<file path="config.mk">
export PLATFORM = sky130hd
export DESIGN_NAME = vec_latency_timer
export DESIGN_NICKNAME = d
export VERILOG_FILES = /design/src/source/vec_pkg.sv /design/src/source/vec_latency_timer.sv
export SDC_FILE = /design/constraint.sdc
export NUM_CORES = 1
export LEC_CHECK = 0
export BUFFER_PORTS_ARGS = -buffer_cell sky130_fd_sc_hd__buf_2
export CORE_AREA = 2 2 39 41
export CTS_CLUSTER_DIAMETER = 40
export DETAILED_ROUTE_END_ITERATION = 6
export DIE_AREA = 0 0 41 43
export GPL_ROUTABILITY_DRIVEN = 0
export GPL_TIMING_DRIVEN = 0
export HOLD_SLACK_MARGIN = 0.08
export PLACE_DENSITY = 0.37
export SYNTH_ARGS = -nofsm -noshare
export SYNTH_HDL_FRONTEND = slang
export SYNTH_SLANG_ARGS = --single-unit
</file>
<file path="constraint.sdc">
create_clock -name clk_i -period 2.3 [get_ports clk_i]
set_clock_uncertainty 0.15 [all_clocks]
set_input_delay 0.23 -clock clk_i [delete_from_list [all_inputs] [get_ports clk_i]]
set_output_delay 0.23 -clock clk_i [all_outputs]
set_load 0.03 [all_outputs]
</file>
<file path="src/source/vec_pkg.sv">
/*
 * Vector unit package: lane width, operation and SEW codes,
 * latency counts and the multi-view lane word
 */
package vec_pkg;

    localparam int LANE_W = 64;             // Bits per functional unit

    typedef enum logic [3:0] {
        OP_ADD,                             // Wrapping add
        OP_SUB,                             // Wrapping subtract, vs2 - vs1
        OP_SADDU,                           // Unsigned saturating add
        OP_SSUBU,                           // Unsigned saturating subtract
        OP_AND,
        OP_OR,
        OP_XOR,
        OP_MUL,                             // Low half of product
        OP_MACC,                            // vs1 * vs2 + old vd
        OP_VID                              // Element index
    } vec_op_e;

    typedef enum logic [1:0] {
        SEW_8,
        SEW_16,
        SEW_32,
        SEW_64
    } sew_e;

    typedef logic [1:0] lat_t;              // Extra cycles before result is ready

    // One lane word seen as elements of each SEW
    typedef union packed {
        logic [7:0][7:0]  b;                // Eight bytes
        logic [3:0][15:0] h;                // Four halves
        logic [1:0][31:0] w;                // Two words
        logic [63:0]      d;                // One doubleword
    } lane_word_u;

    function automatic lat_t lat_of(input vec_op_e op);
        case (op)
            OP_MUL:  return 2'd1;           // Multiplier register
            OP_MACC: return 2'd2;           // Plus register before adder
            default: return 2'd0;
        endcase
    endfunction

endpackage

</file>
<file path="src/source/vec_latency_timer.sv">
/*
 * Latency timer: counts down an operation's extra cycles, flags done at zero
 */
`timescale 1ns/1ps

module vec_latency_timer
    import vec_pkg::*;
(
    input  logic clk_i,
    input  logic rstn_i,
    input  logic load_i,        // Start a new wait
    input  lat_t lat_i,         // Cycles to wait after load
    output logic done_o         // Result ready this cycle
);

    lat_t count_q;
    logic active_q;

    always_ff @(posedge clk_i or negedge rstn_i) begin
        if (!rstn_i) begin
            count_q  <= '0;
            active_q <= 1'b0;
        end else if (load_i) begin
            count_q  <= lat_i;
            active_q <= 1'b1;
        end else if (active_q) begin
            if (count_q == '0) begin
                active_q <= 1'b0;                   // Done seen by controller
            end else begin
                count_q <= lat_t'(count_q - 2'd1);
            end
        end
    end

    assign done_o = active_q && (count_q == '0);

endmodule

</file>
==> Word-level counts from Yosys, hierarchy flattened <==
Cells that the tools add are included.
{ "op_classes": {"n_reduce_logical": 4, "n_mux": 6, "n_eq_ne": 1, "add_sub_neg": 1} }
{ "ops": {"columns": ["op", "n"], "rows": [
  ["two-way mux 2 bit", 3],
  ["two-way mux 1 bit", 3],
  ["logical NOT 2 bit", 1],
  ["inequality test 2 bit (second input constant)", 1],
  ["AND reduction 2 bit", 1],
  ["nonzero test 2 bit", 1],
  ["subtractor 2 x 1 -> 2 bit (second input constant)", 1],
  ["logical AND 1 bit", 1]
]} }
{ "word_totals": {"input_bits": 5, "wordCells": 14, "reg_bits": 3, "output_inout_bits": 1} }

==> Logic depth before layout (Yosys ltp) <==
{ "logic_depth": {"word_depth": 4, "mapped_depth": 4, "ltp_nobuf": 4} }

==> Worst setup path before layout <==
Ideal clock, no wire load.
{ "synth_timing": {"path_type": "flip-flop to flip-flop", "startpoint": "reg count_q[0]", "endpoint": "reg count_q[1]", "path_buffers": 0, "setup_slack_ps": 888, "setup_ps": 104, "t_required_ps": 2046, "period_less_slack_ps": 1412, "stages_incl_launch_ff": 5, "t_arrival_ps": 1159, "path_cell_list": "dfrtp_1 -> inv_1 -> ha_1 -> or4b_1 -> o311ai_1"} }
{ "synth_via": {"elab_chain_len": 4, "word_cells_on_any_way": 7, "cone_classes": "add/sub (1); eq/ne (1); mux (3); reduce/logical (2)"} }
{ "synth_rtl": {"columns": ["item", "line_no", "rtl"], "rows": [
  ["start: declaration", "vec_latency_timer.sv:16", "lat_t count_q;"],
  ["start signal: assignment", "vec_latency_timer.sv:24", "count_q <= lat_i;"],
  ["start signal: assignment", "vec_latency_timer.sv:30", "count_q <= lat_t'(count_q - 2'd1);"],
  ["subtractor 2 x 1 -> 2 bit", "vec_latency_timer.sv:30", null],
  ["two-way mux 2 bit", "vec_latency_timer.sv:27", "if (count_q == '0) begin"],
  ["two-way mux 2 bit", "vec_latency_timer.sv:26", "end else if (active_q) begin"],
  ["two-way mux 2 bit", "vec_latency_timer.sv:23", "end else if (load_i) begin"]
]} }
Several ways; a longest one is shown, not always the timed one. The select of a mux whose other input is x is not followed.
A chain may end at the register's enable or synchronous reset.

==> Final worst setup path <==
{ "layout_timing": {"startpoint": "reg count_q[0]", "endpoint": "out done_o"} }
{ "layout_via": {"elab_chain_len": 2} }
{ "layout_rtl": {"columns": ["item", "line_no", "rtl"], "rows": [
  ["logical NOT 2 bit", "vec_latency_timer.sv:35", "assign done_o = active_q && (count_q == '0);"],
  ["logical AND 1 bit", "vec_latency_timer.sv:35", null],
  ["end: declaration", "vec_latency_timer.sv:13", "output logic done_o"]
]} }
Every way passes these cells.

==> results.yml <==
status:
  outcome: "complete, no violations"
final_layout:
  layout-drive-gt1-share_pct: 30.8
  final.fill_count: 153
  diodes: 0
  final_util_pct: 17.7
  syn_to_final_growth_pct: 49.6
  nets: 33
place:
  port_buffers: 5
  dp_slack_ps: 805
synthesis:
  synthCells: 16
  ys_warn_count: 0
  synthesis.area_um2: 164
  yosysSeqAreaShare_pct: 45.8
  yosysTopAreaCell: "dfrtp_1"
  ys_top_cells_by_area: "dfrtp_1 46%, or4b_1 12%, ha_1 7.6%, o311ai_1 5.3%, inv_1 4.6%"
  avgSynthCellArea_um2: 10.2
  yosysUniqueCellTypes: 11
  synth_top_area_share_pct: 45.8
  synth_nets: 22
  ys_ff_latch: 3
global_routing:
  grt_pass1_vias: 142
  track_usage_pct: 5.34
  antenna_found_initial: 0
  grt_max_degree: 8
  grt_pass1_wl_um: 538
  overflow: 0
cts:
  cts_tree: "built"
  post-cts-setup-buffers: 0
  clk_latency_ps: 230
  cts_buffer_depth: 2
  clk_root_buffer_cell: "clkbuf_4"
  numClockSinks: 3
  cts.clk_slew.worst_paths_ps: 40
  h-tree-depth: 1
  cts.repair.resized: 0
  cts_made_buffers: 3
floorplan:
  io_pins: 6
  core-area_mm2: 0.00138
  start_util_pct: 11.8
  dieArea_mm2: 0.00176
  fp-row-count: 14
  die_h_um: 43
  die_w_um: 41
route:
  ant_nets: 0
  drt-wirelength-per-cell_um: 8.00
  drc: 0
  dr.max_layer_used: "met4"
  wl_met1_um: 165
  route.vias.total: 140
  wl_met3_um: 45
  via_per_inst: 3.33
  totalWireLength_um: 336
  wl_met2_um: 110
  drt_iter0_drc: 0
  first_pass_iters: 1
timing:
  relSlewSlack_pct: 82.7
  fin_tns_setup_ps: 0
  rsz0062_at_grt: "no"
  timing.final.crit_period_ps: 1550
  worstMarginPinSlew_ps: 255
  drv_slew: 0
  final_hold_viol_count: 0
  postLayoutSetupSlackWorst_ps: 751
  min_period_over_period_pct: 67.3
  fmax_mhz: 646
  setup_viol: 0
worst_setup_path:
  crit_arrival_ps: 1170
  cp.required_ps: 1920
  cp_slowest_cell: "dfrtp_1"
  critPathKind: "reg2out"
  critPathBufInv: 2
  path_max_fanout: 4
  slowest_delay_ps: 380
  end_kind: "primary output"
  critPathTopFamily: "flip-flops"
  cp-start-kind: "flip-flop"
  crit_path_cell_trace: "inv_1, ha_1, and2_1, buf_2"
pwr:
  p_leak_nw: 0.113
  vdd_drop_max_mv: 0.255
  power_density_mw_per_mm2: 1030
hold_path:
  hold_class: "in2reg"
flow_run:
  drv_cap: 0
synthesized netlist by cell type:
| cell type | n |
|---|---|
| dfrtp_1 | 3 |
| ha_1 | 1 |
| nand2_1 | 2 |
| or2_1 | 1 |
| o211ai_1 | 1 |
| or4b_1 | 2 |
| and2_1 | 1 |
| o311ai_1 | 1 |
| inv_1 | 2 |
| nand2b_1 | 1 |
| nor2b_1 | 1 |
cells in the final DEF, fill, tap and decap left out:
cell type / n
buf_2: 5
o311ai_1: 1
or2_1: 1
or4b_1: 2
nand2_1: 2
inv_1: 2
dfrtp_1: 3
and2_1: 1
clkbuf_4: 3
o211ai_1: 1
nor2b_1: 1
nand2b_1: 1
ha_1: 1
dlygate4sd3_1: 1
clkbuf_1: 1
per-layer routing:
layer,track usage [%],up-vias
li1,-,76
met1,5.84,54
met2,5.00,8
met3,3.66,2
met4,8.00,0
met5,0,-
worst reg2reg max path: cells and delay by family (launching register included):
family                   cells  cell delay [ps]
AO/OA/AOI/OAI                1               90
adder cells (fa/ha/maj)      1              220
flip-flops                   1              350
AND/OR/NAND/NOR              1              530
buffers and inverters        1               50
registers in the layout, summed over array words and instances, names as in the netlist:
register / cells
active_q: 1
count_q: 2
report_power, final:
part | switching (W) | leakage [nW] | internal, W | total [W]
logic | 0.0000465 | 0.0640 | 0.0000357 | 0.0000822
registers | 0.00000826 | 0.0344 | 0.0000692 | 0.0000774
clock network | 0.0000274 | 0.0150 | 0.0000650 | 0.0000925
timing repair:
action | 4_1_cts | 5_1_grt
hold buffers | 1 | 0
endpoints found under the hold margin | 3 | 0
endpoints found under the setup margin | 0 | 0
logic make-up after synthesis:
logic type / Yosys count / share of synthesized area [%]
buffers and inverters: 2 / 4.58
DFF: 3 / 45.8
AOI/OAI and AO/OA: 2 / 9.93
and+or+nand+nor: 8 / 32.1
adders and majority gates: 1 / 7.63
path summary, 6_finish.rpt:
| check | start | to | slack (ps) | cells past startpoint |
|---|---|---|---|---|
| max in group asynchronous | rstn_i | active_q$_DFF_PN0_ | 1730 | 2 |
| min in group asynchronous | rstn_i | count_q[1]$_DFFE_PN0P_ | 160 | 2 |
| worst max register to register | count_q[0]$_DFFE_PN0P_ | count_q[1]$_DFFE_PN0P_ | 800 | 4 |
| worst min register to register | count_q[1]$_DFFE_PN0P_ | count_q[1]$_DFFE_PN0P_ | 430 | 2 |
| worst max-delay path | count_q[0]$_DFFE_PN0P_ | done_o | 750 | 4 |
| worst min-delay path | lat_i[0] | count_q[0]$_DFFE_PN0P_ | 90 | 3 |
area by class of cell:
class,count,area (um2),share of cell area [%]
sequential,3,75.1,30.6
inverter,2,7.51,3.06
timing repair buffer,6,35.0,14.3
multi-input combinational,11,81.3,33.2
tap,16,20.0,8.16
clock buffer,4,26.3,10.7
per-stage QoR:
step / power (W) / cells / hold slack [ps] / cell area [um2]
after floorplan: 0.000137 / 16 / -216 / 164
after global routing: 0.000277 / 42 / 117 / 245
final: 0.000252 / 42 / 93.5 / 245
after detailed placement: 0.000160 / 37 / -123 / 209
after CTS: 0.000260 / 42 / 87.5 / 245
after global placement: 0.000155 / 37 / -126 / 209
Note: power is estimated with default switching activity, not from simulation.
