[src/source/vec_pkg.sv]
/*
 * Vector unit package: lane width, operation and SEW codes,
 * latency counts and the multi-view lane word
 */
package vec_pkg;

    localparam int LANE_W = 64;             // Bits per functional unit

    typedef enum logic [3:0] {
        OP_ADD,                             // Wrapping add
        OP_SUB,                             // Wrapping subtract, vs2 - vs1
        OP_SADDU,                           // Unsigned saturating add
        OP_SSUBU,                           // Unsigned saturating subtract
        OP_AND,
        OP_OR,
        OP_XOR,
        OP_MUL,                             // Low half of product
        OP_MACC,                            // vs1 * vs2 + old vd
        OP_VID                              // Element index
    } vec_op_e;

    typedef enum logic [1:0] {
        SEW_8,
        SEW_16,
        SEW_32,
        SEW_64
    } sew_e;

    typedef logic [1:0] lat_t;              // Extra cycles before result is ready

    // One lane word seen as elements of each SEW
    typedef union packed {
        logic [7:0][7:0]  b;                // Eight bytes
        logic [3:0][15:0] h;                // Four halves
        logic [1:0][31:0] w;                // Two words
        logic [63:0]      d;                // One doubleword
    } lane_word_u;

    function automatic lat_t lat_of(input vec_op_e op);
        case (op)
            OP_MUL:  return 2'd1;           // Multiplier register
            OP_MACC: return 2'd2;           // Plus register before adder
            default: return 2'd0;
        endcase
    endfunction

endpackage

[src/source/vec_op_if.sv]
/*
 * Captured instruction bus from the controller to the lanes
 */
`timescale 1ns/1ps

interface vec_op_if
    import vec_pkg::*;
#(
    parameter int NUM_LANES = 2
) ();

    vec_op_e                     op;        // Operation
    sew_e                        sew;       // Element width
    logic [NUM_LANES*LANE_W-1:0] vs1;       // Source operand 1
    logic [NUM_LANES*LANE_W-1:0] vs2;       // Source operand 2
    logic [NUM_LANES*LANE_W-1:0] old_vd;    // Accumulator for MACC

    modport ctrl (output op, sew, vs1, vs2, old_vd);
    modport lane (input op, sew, vs1, vs2, old_vd);

endinterface

[src/source/vec_ctrl_fsm.sv]
/*
 * Vector unit controller: four-phase req/ack handshake, instruction
 * capture, timer start and result registering
 */
`timescale 1ns/1ps

module vec_ctrl_fsm
    import vec_pkg::*;
#(
    parameter int NUM_LANES = 2
) (
    input  logic                        clk_i,
    input  logic                        rstn_i,
    input  logic                        req_i,      // Request from requester
    input  vec_op_e                     op_i,
    input  sew_e                        sew_i,
    input  logic [NUM_LANES*LANE_W-1:0] vs1_i,
    input  logic [NUM_LANES*LANE_W-1:0] vs2_i,
    input  logic [NUM_LANES*LANE_W-1:0] old_vd_i,
    vec_op_if.ctrl                      op_bus,     // Captured instruction
    output logic                        load_o,     // Start latency timer
    output lat_t                        lat_o,
    input  logic                        done_i,     // Lane results ready
    input  logic [NUM_LANES*LANE_W-1:0] lane_vd_i,
    input  logic [NUM_LANES-1:0]        lane_sat_i,
    output logic                        ack_o,
    output logic [NUM_LANES*LANE_W-1:0] vd_o,
    output logic                        sat_o
);

    localparam logic [1:0] ST_IDLE = 2'd0;
    localparam logic [1:0] ST_EXEC = 2'd1;
    localparam logic [1:0] ST_ACK  = 2'd2;

    logic [1:0] state_q;

    assign load_o = (state_q == ST_IDLE) && req_i;  // Accept at E0
    assign lat_o  = lat_of(op_i);

    always_ff @(posedge clk_i or negedge rstn_i) begin
        if (!rstn_i) begin
            state_q <= ST_IDLE;
            ack_o   <= 1'b0;
            vd_o    <= '0;
            sat_o   <= 1'b0;
        end else begin
            case (state_q)
                ST_IDLE: begin
                    if (req_i) begin
                        state_q <= ST_EXEC;
                    end
                end
                ST_EXEC: begin
                    if (done_i) begin
                        state_q <= ST_ACK;
                        ack_o   <= 1'b1;
                        vd_o    <= lane_vd_i;
                        sat_o   <= |lane_sat_i;     // Any lane clamped
                    end
                end
                ST_ACK: begin
                    if (!req_i) begin               // Requester released
                        state_q <= ST_IDLE;
                        ack_o   <= 1'b0;
                    end
                end
                default: state_q <= ST_IDLE;
            endcase
        end
    end

    // Operands held for the lanes until the next accept
    always_ff @(posedge clk_i) begin
        if (load_o) begin
            op_bus.op     <= op_i;
            op_bus.sew    <= sew_i;
            op_bus.vs1    <= vs1_i;
            op_bus.vs2    <= vs2_i;
            op_bus.old_vd <= old_vd_i;
        end
    end

endmodule

[src/flat_wrapper.sv]
// flat-port wrapper written by rule: the top's interface ports become plain ports
module vec_ctrl_fsm_flat import vec_pkg::*;
#(
    parameter int NUM_LANES = 2
)
  (clk_i, rstn_i, req_i, op_i, sew_i, vs1_i, vs2_i, old_vd_i, load_o, lat_o, done_i, lane_vd_i, lane_sat_i, ack_o, vd_o, sat_o, op_bus_op, op_bus_sew, op_bus_vs1, op_bus_vs2, op_bus_old_vd);
  vec_op_if #(.NUM_LANES(NUM_LANES)) op_bus_i ();
  input  logic clk_i;
  input  logic rstn_i;
  input  logic req_i;
  input  vec_op_e op_i;
  input  sew_e sew_i;
  input  logic [NUM_LANES*LANE_W-1:0] vs1_i;
  input  logic [NUM_LANES*LANE_W-1:0] vs2_i;
  input  logic [NUM_LANES*LANE_W-1:0] old_vd_i;
  output logic load_o;
  output lat_t lat_o;
  input  logic done_i;
  input  logic [NUM_LANES*LANE_W-1:0] lane_vd_i;
  input  logic [NUM_LANES-1:0] lane_sat_i;
  output logic ack_o;
  output logic [NUM_LANES*LANE_W-1:0] vd_o;
  output logic sat_o;
  output wire logic [$bits(op_bus_i.op)-1:0] op_bus_op;
  output wire logic [$bits(op_bus_i.sew)-1:0] op_bus_sew;
  output wire logic [$bits(op_bus_i.vs1)-1:0] op_bus_vs1;
  output wire logic [$bits(op_bus_i.vs2)-1:0] op_bus_vs2;
  output wire logic [$bits(op_bus_i.old_vd)-1:0] op_bus_old_vd;
  assign op_bus_op = op_bus_i.op;
  assign op_bus_sew = op_bus_i.sew;
  assign op_bus_vs1 = op_bus_i.vs1;
  assign op_bus_vs2 = op_bus_i.vs2;
  assign op_bus_old_vd = op_bus_i.old_vd;
  vec_ctrl_fsm #(.NUM_LANES(NUM_LANES)) u_core (.clk_i(clk_i), .rstn_i(rstn_i), .req_i(req_i), .op_i(op_i), .sew_i(sew_i), .vs1_i(vs1_i), .vs2_i(vs2_i), .old_vd_i(old_vd_i), .op_bus(op_bus_i), .load_o(load_o), .lat_o(lat_o), .done_i(done_i), .lane_vd_i(lane_vd_i), .lane_sat_i(lane_sat_i), .ack_o(ack_o), .vd_o(vd_o), .sat_o(sat_o));
endmodule
[config.mk]
export PLATFORM = sky130hd
export DESIGN_NAME = vec_ctrl_fsm_flat
export DESIGN_NICKNAME = d
export VERILOG_FILES = /design/src/source/vec_pkg.sv /design/src/source/vec_op_if.sv /design/src/source/vec_ctrl_fsm.sv /design/src/flat_wrapper.sv
export SDC_FILE = /design/constraint.sdc
export NUM_CORES = 1
export LEC_CHECK = 0
export BUFFER_PORTS_ARGS = -buffer_cell sky130_fd_sc_hd__buf_4
export CORE_AREA = 2 2 406 408
export DETAILED_ROUTE_END_ITERATION = 16
export DIE_AREA = 0 0 408 410
export GPL_TIMING_DRIVEN = 0
export HOLD_SLACK_MARGIN = 0.05
export MAX_ROUTING_LAYER = met4
export PLACE_DENSITY = 0.35
export SLEW_MARGIN = 20
export SYNTH_ARGS = -nofsm -noshare
export SYNTH_HDL_FRONTEND = slang
export SYNTH_SLANG_ARGS = --single-unit
[constraint.sdc]
create_clock -name clk_i -period 24.8 [get_ports clk_i]
set_input_delay 1.24 -clock clk_i [delete_from_list [all_inputs] [get_ports clk_i]]
set_output_delay 1.24 -clock clk_i [all_outputs]
set_load 0.1 [all_outputs]
After elaboration in Yosys (flattened, before gate mapping)
Cells that the tools add are included.

Bits in registers: 522. Input bits: 524. Logic and storage cells: 31. Output and inout bits: 523.

Eq/ne operators: 7. Reduce and logical (&&, ||, !) cells: 7. Muxes and demuxes: 8.

Operators by type and width (count): 2-to-1 mux 2 bit (3); inequality test 2 bit (second input constant) (3); one-hot mux 2 bit (3 select lines) (1); AND reduction 3 bit (2); == test 4 x 3 -> 1 bit (second input constant) (1); == test 4 bit (second input constant) (1); one-hot mux 2 bit (2 select lines) (1); == test 2 x 1 -> 1 bit (second input constant) (1); == test 2 bit (second input constant) (1); zero test 2 bit (1); 2-to-1 mux 1 bit (2); one-hot mux 1 bit (2 select lines) (1); AND reduction 2 bit (1); nonzero test 2 bit (1); OR reduction 2 bit (1); logical AND 1 bit (1).

Longest topological paths before layout
Depth after elaboration: 3. Depth in mapped cells: 5. Gate-level depth less buffers: 3.

Worst setup path before layout
OpenSTA, ideal clock, no wires.

Kind: in2out. Start: input req_i. End: output load_o. Required time: 23.560 ns. Arrival: 10.800 ns. Path slack: 12.760 ns. Cell stages on the path: 1. Buffers on the path: 0. Path through: and3_1.

Longest elaborated chain between the ends: 1.

Ends and longest elaborated chain: from (decl) (RTL line flat_wrapper.sv:10) `input logic req_i;`; logical AND 1 bit (RTL line vec_ctrl_fsm.sv:37) `assign load_o = (state_q == ST_IDLE) && req_i;`; to (decl) (RTL line flat_wrapper.sv:16) `output logic load_o;`.

No other way between the ends.

Final worst setup path
Ends and elaborated chain as after synthesis.

==> impl_metrics.py <==
metrics = {
    "outcome": {
        "status": "complete, no violations",
    },
    "synth": {
        "yosysTopAreaCellShare_pct": 68.9,
        "synth_top_family_by_area": "multiplexers",
        "ys_ff_latch": 522,
        "syn_nets": 1205,
        "yosysSeqAreaShare_pct": 88.4,
        "synth_compound_area_share_pct": 0.177,
        "synth.distinct_cells": 17,
        "synth-simple-area-share_pct": 0.390,
        "synthAdderAreaFrac_pct": 0,
        "ys_warn_count": 0,
        "synthTopCellsByArea": "edfxtp_1 69%, dfrtp_1 19%, mux2_4 7.1%, mux2_2 2.7%, buf_6 0.66%",
        "yosys-mux-area-fraction_pct": 10.2,
        "netlist_instances": 681,
        "synthXorXnorAreaFrac_pct": 0,
        "avgSynthCellArea_um2": 25.0,
        "syn_area_um2": 17000,
        "post-synth-top-area-cell": "edfxtp_1",
    },
    "setup_path": {
        "crit_fanout": 51,
        "crit_family": "buffers and inverters",
        "path_depth": 4,
        "crit_chain": "buf_4 > and3_4 > buf_16 > buf_4",
        "cp.arrival_ns": 2.73,
        "start_kind": "input port",
        "r2r_cells": 5,
        "slowest_stage": "and3_4",
        "crit_required_ns": 23.56,
        "critPathBufInv": 3,
        "max_stage_delay_ns": 0.63,
        "crit_type": "input port to output pin",
        "critPathCaptureType": "output pin",
        "path_common_cell": "buf_4",
    },
    "clocking": {
        "cts_buffers": 72,
        "cts-hold-fix-buffers": 0,
        "path_clk_slew_ns": 0.06,
        "clk_latency_ns": 0.65,
        "cts-root-buf": "clkbuf_16",
        "htreeDepth": 3,
        "clk_path_buf_depth": 3,
        "cts_tree": "done",
        "cts.sinks": 522,
        "cts_setup_buffers": 0,
        "postCtsResizedCells": 0,
    },
    "detailed_routing": {
        "vias_per_cell": 2.76,
        "totalWireLength_um": 89600,
        "post_drt_wl_per_cell_um": 22.0,
        "drc": 0,
        "vias": 11200,
        "drt_iter0_drc": 551,
        "drt-pass1-iter-count": 4,
        "ant_nets": 0,
    },
    "die": {
        "die_h_um": 410,
        "rows": 149,
        "design.core.area_um2": 163000,
        "die-area_um2": 167000,
        "start_util_pct": 10.4,
        "fp.dieW_um": 408,
        "ios": 1047,
    },
    "final_layout": {
        "multi_input_area_um2": 1840,
        "drive_above_1_share_pct": 69.3,
        "nNetsFinal": 2335,
        "seq_area_um2": 15000,
        "layout_common_cells": "1045 x buf_4, 390 x edfxtp_1, 132 x dfrtp_1, 80 x mux2_4, 77 x clkbuf_16",
        "syn_to_final_growth_pct": 77.8,
        "num-fill-cells": 17800,
        "final_common_cell": "buf_4",
    },
    "power_and_ir_drop": {
        "power_density_nw_per_um2": 167,
        "ir_worst_vdd_v": 0.000115,
        "leakage_nw": 12.6,
        "total_power_mw": 5.05,
    },
    "placement": {
        "place_congestion": 0.829,
        "hpwl_um": 73200,
        "port_buffers": 1046,
    },
    "global_routing": {
        "first_global_vias": 11900,
        "grt_first_pass_wirelength_um": 114000,
        "grt_start_max_net_pins": 76,
        "gr-total-overflow": 0,
        "grtUsageTotal_pct": 10.6,
        "antenna_found_initial": 33,
    },
    "timing": {
        "hold_ws_ns": 0.487,
        "worst_slew_pin_slew_ns": 0.669,
        "fin_crit_sh_pct": 16.0,
        "tns_ns": 0,
        "clock_skew_ns": 0.0203,
        "setup_viol": 0,
        "slew_headroom_pct": 55.4,
        "finalCriticalPeriod_ns": 3.97,
        "max_freq_mhz": 252,
        "maxSlewViolCount": 0,
        "rsz0062_at_grt": "false",
        "hold_viol": 0,
    },
    "flow_run": {
        "max-cap-violations": 0,
    },
    "worst_hold_path": {
        "hold_path_class": "input port to asynchronous set/reset pin",
    },
}
-- flip-flops by register name, summed over array words and instances, names as in the netlist --
| register | cells |
|---|---|
| u_core.ack_o | 1 |
| u_core.op_bus.old_vd | 128 |
| u_core.op_bus.op | 4 |
| u_core.op_bus.sew | 2 |
| u_core.op_bus.vs1 | 128 |
| u_core.op_bus.vs2 | 128 |
| u_core.sat_o | 1 |
| u_core.state_q | 2 |
| u_core.vd_o | 128 |
-- metrics by stage --
stage               cell area [um^2]  utilization, %  instances  setup slack [ns]
floorplan                      17000               -        681             12.76
global placement               27600            16.9       3916              5.01
detailed placement             27900            17.0       3926             20.81
CTS                            30200            18.5       4056             20.81
global route                   30200            18.5       4060             20.74
finish                         30200            18.5       4066             20.83
-- Yosys cell counts --
| library cell | count |
|---|---|
| inv_1 | 2 |
| and4b_1 | 1 |
| mux2_2 | 41 |
| o21ai_0 | 4 |
| dfrtp_1 | 132 |
| buf_2 | 4 |
| mux2_1 | 7 |
| nor2b_1 | 1 |
| mux2_4 | 80 |
| nand2_1 | 2 |
| buf_6 | 10 |
| nor4b_1 | 1 |
| edfxtp_1 | 390 |
| nand3b_4 | 1 |
| and3_1 | 1 |
| a21oi_1 | 2 |
| nor2_1 | 2 |
-- report_power, final --
group	internal, mW	switching (mW)
clock network	0.607	0.431
registers	1.24	0.121
logic	0.532	2.12
total	2.38	2.67
-- final cells by class --
type                            count  area share (%)
Antenna cell                       10          0.0828
Multi-Input combinational cell    143            6.10
Timing Repair Buffer             1056            26.9
Buffer                             14           0.439
Tap cell                         2189            9.07
Clock buffer                       96            6.68
Clock inverter                     34            1.02
Inverter                            2          0.0249
Sequential cell                   522            49.7
-- logic make-up (layout without fill, tap and decap cells) --
group                  after synthesis  after routing
flip-flops                         522            522
multiplexers                       128            128
buffers and inverters               16           1202
AND/OR/NAND/NOR                      9              9
AO/OA/AOI/OAI                        6              6
other                                0             10
-- metal layers --
layer / vias to the layer above / part of all wire (%) / track usage [%]
met2: 639 / 49 / 17.4
li1: 4920 / - / -
met3: 141 / 12 / 5.61
met1: 5542 / 35 / 10.8
met4: 0 / 2.8 / 3.59
met5: - / 0 / -
-- path summary, 6_finish.rpt --
check                                        from                        to  slack (ns)
worst max-delay path                        req_i                    load_o       20.83
worst min-delay path                       rstn_i          u_core.vd_o[118]        0.49
worst max register to register  u_core.state_q[0]  u_core.op_bus.old_vd[82]       22.33
worst min register to register   u_core.vd_o[108]          u_core.vd_o[108]        0.49
max in group asynchronous                  rstn_i           u_core.vd_o[83]       23.47
min in group clk_i               u_core.vd_o[108]          u_core.vd_o[108]        0.49
Note: power is estimated with default switching activity, not from simulation.
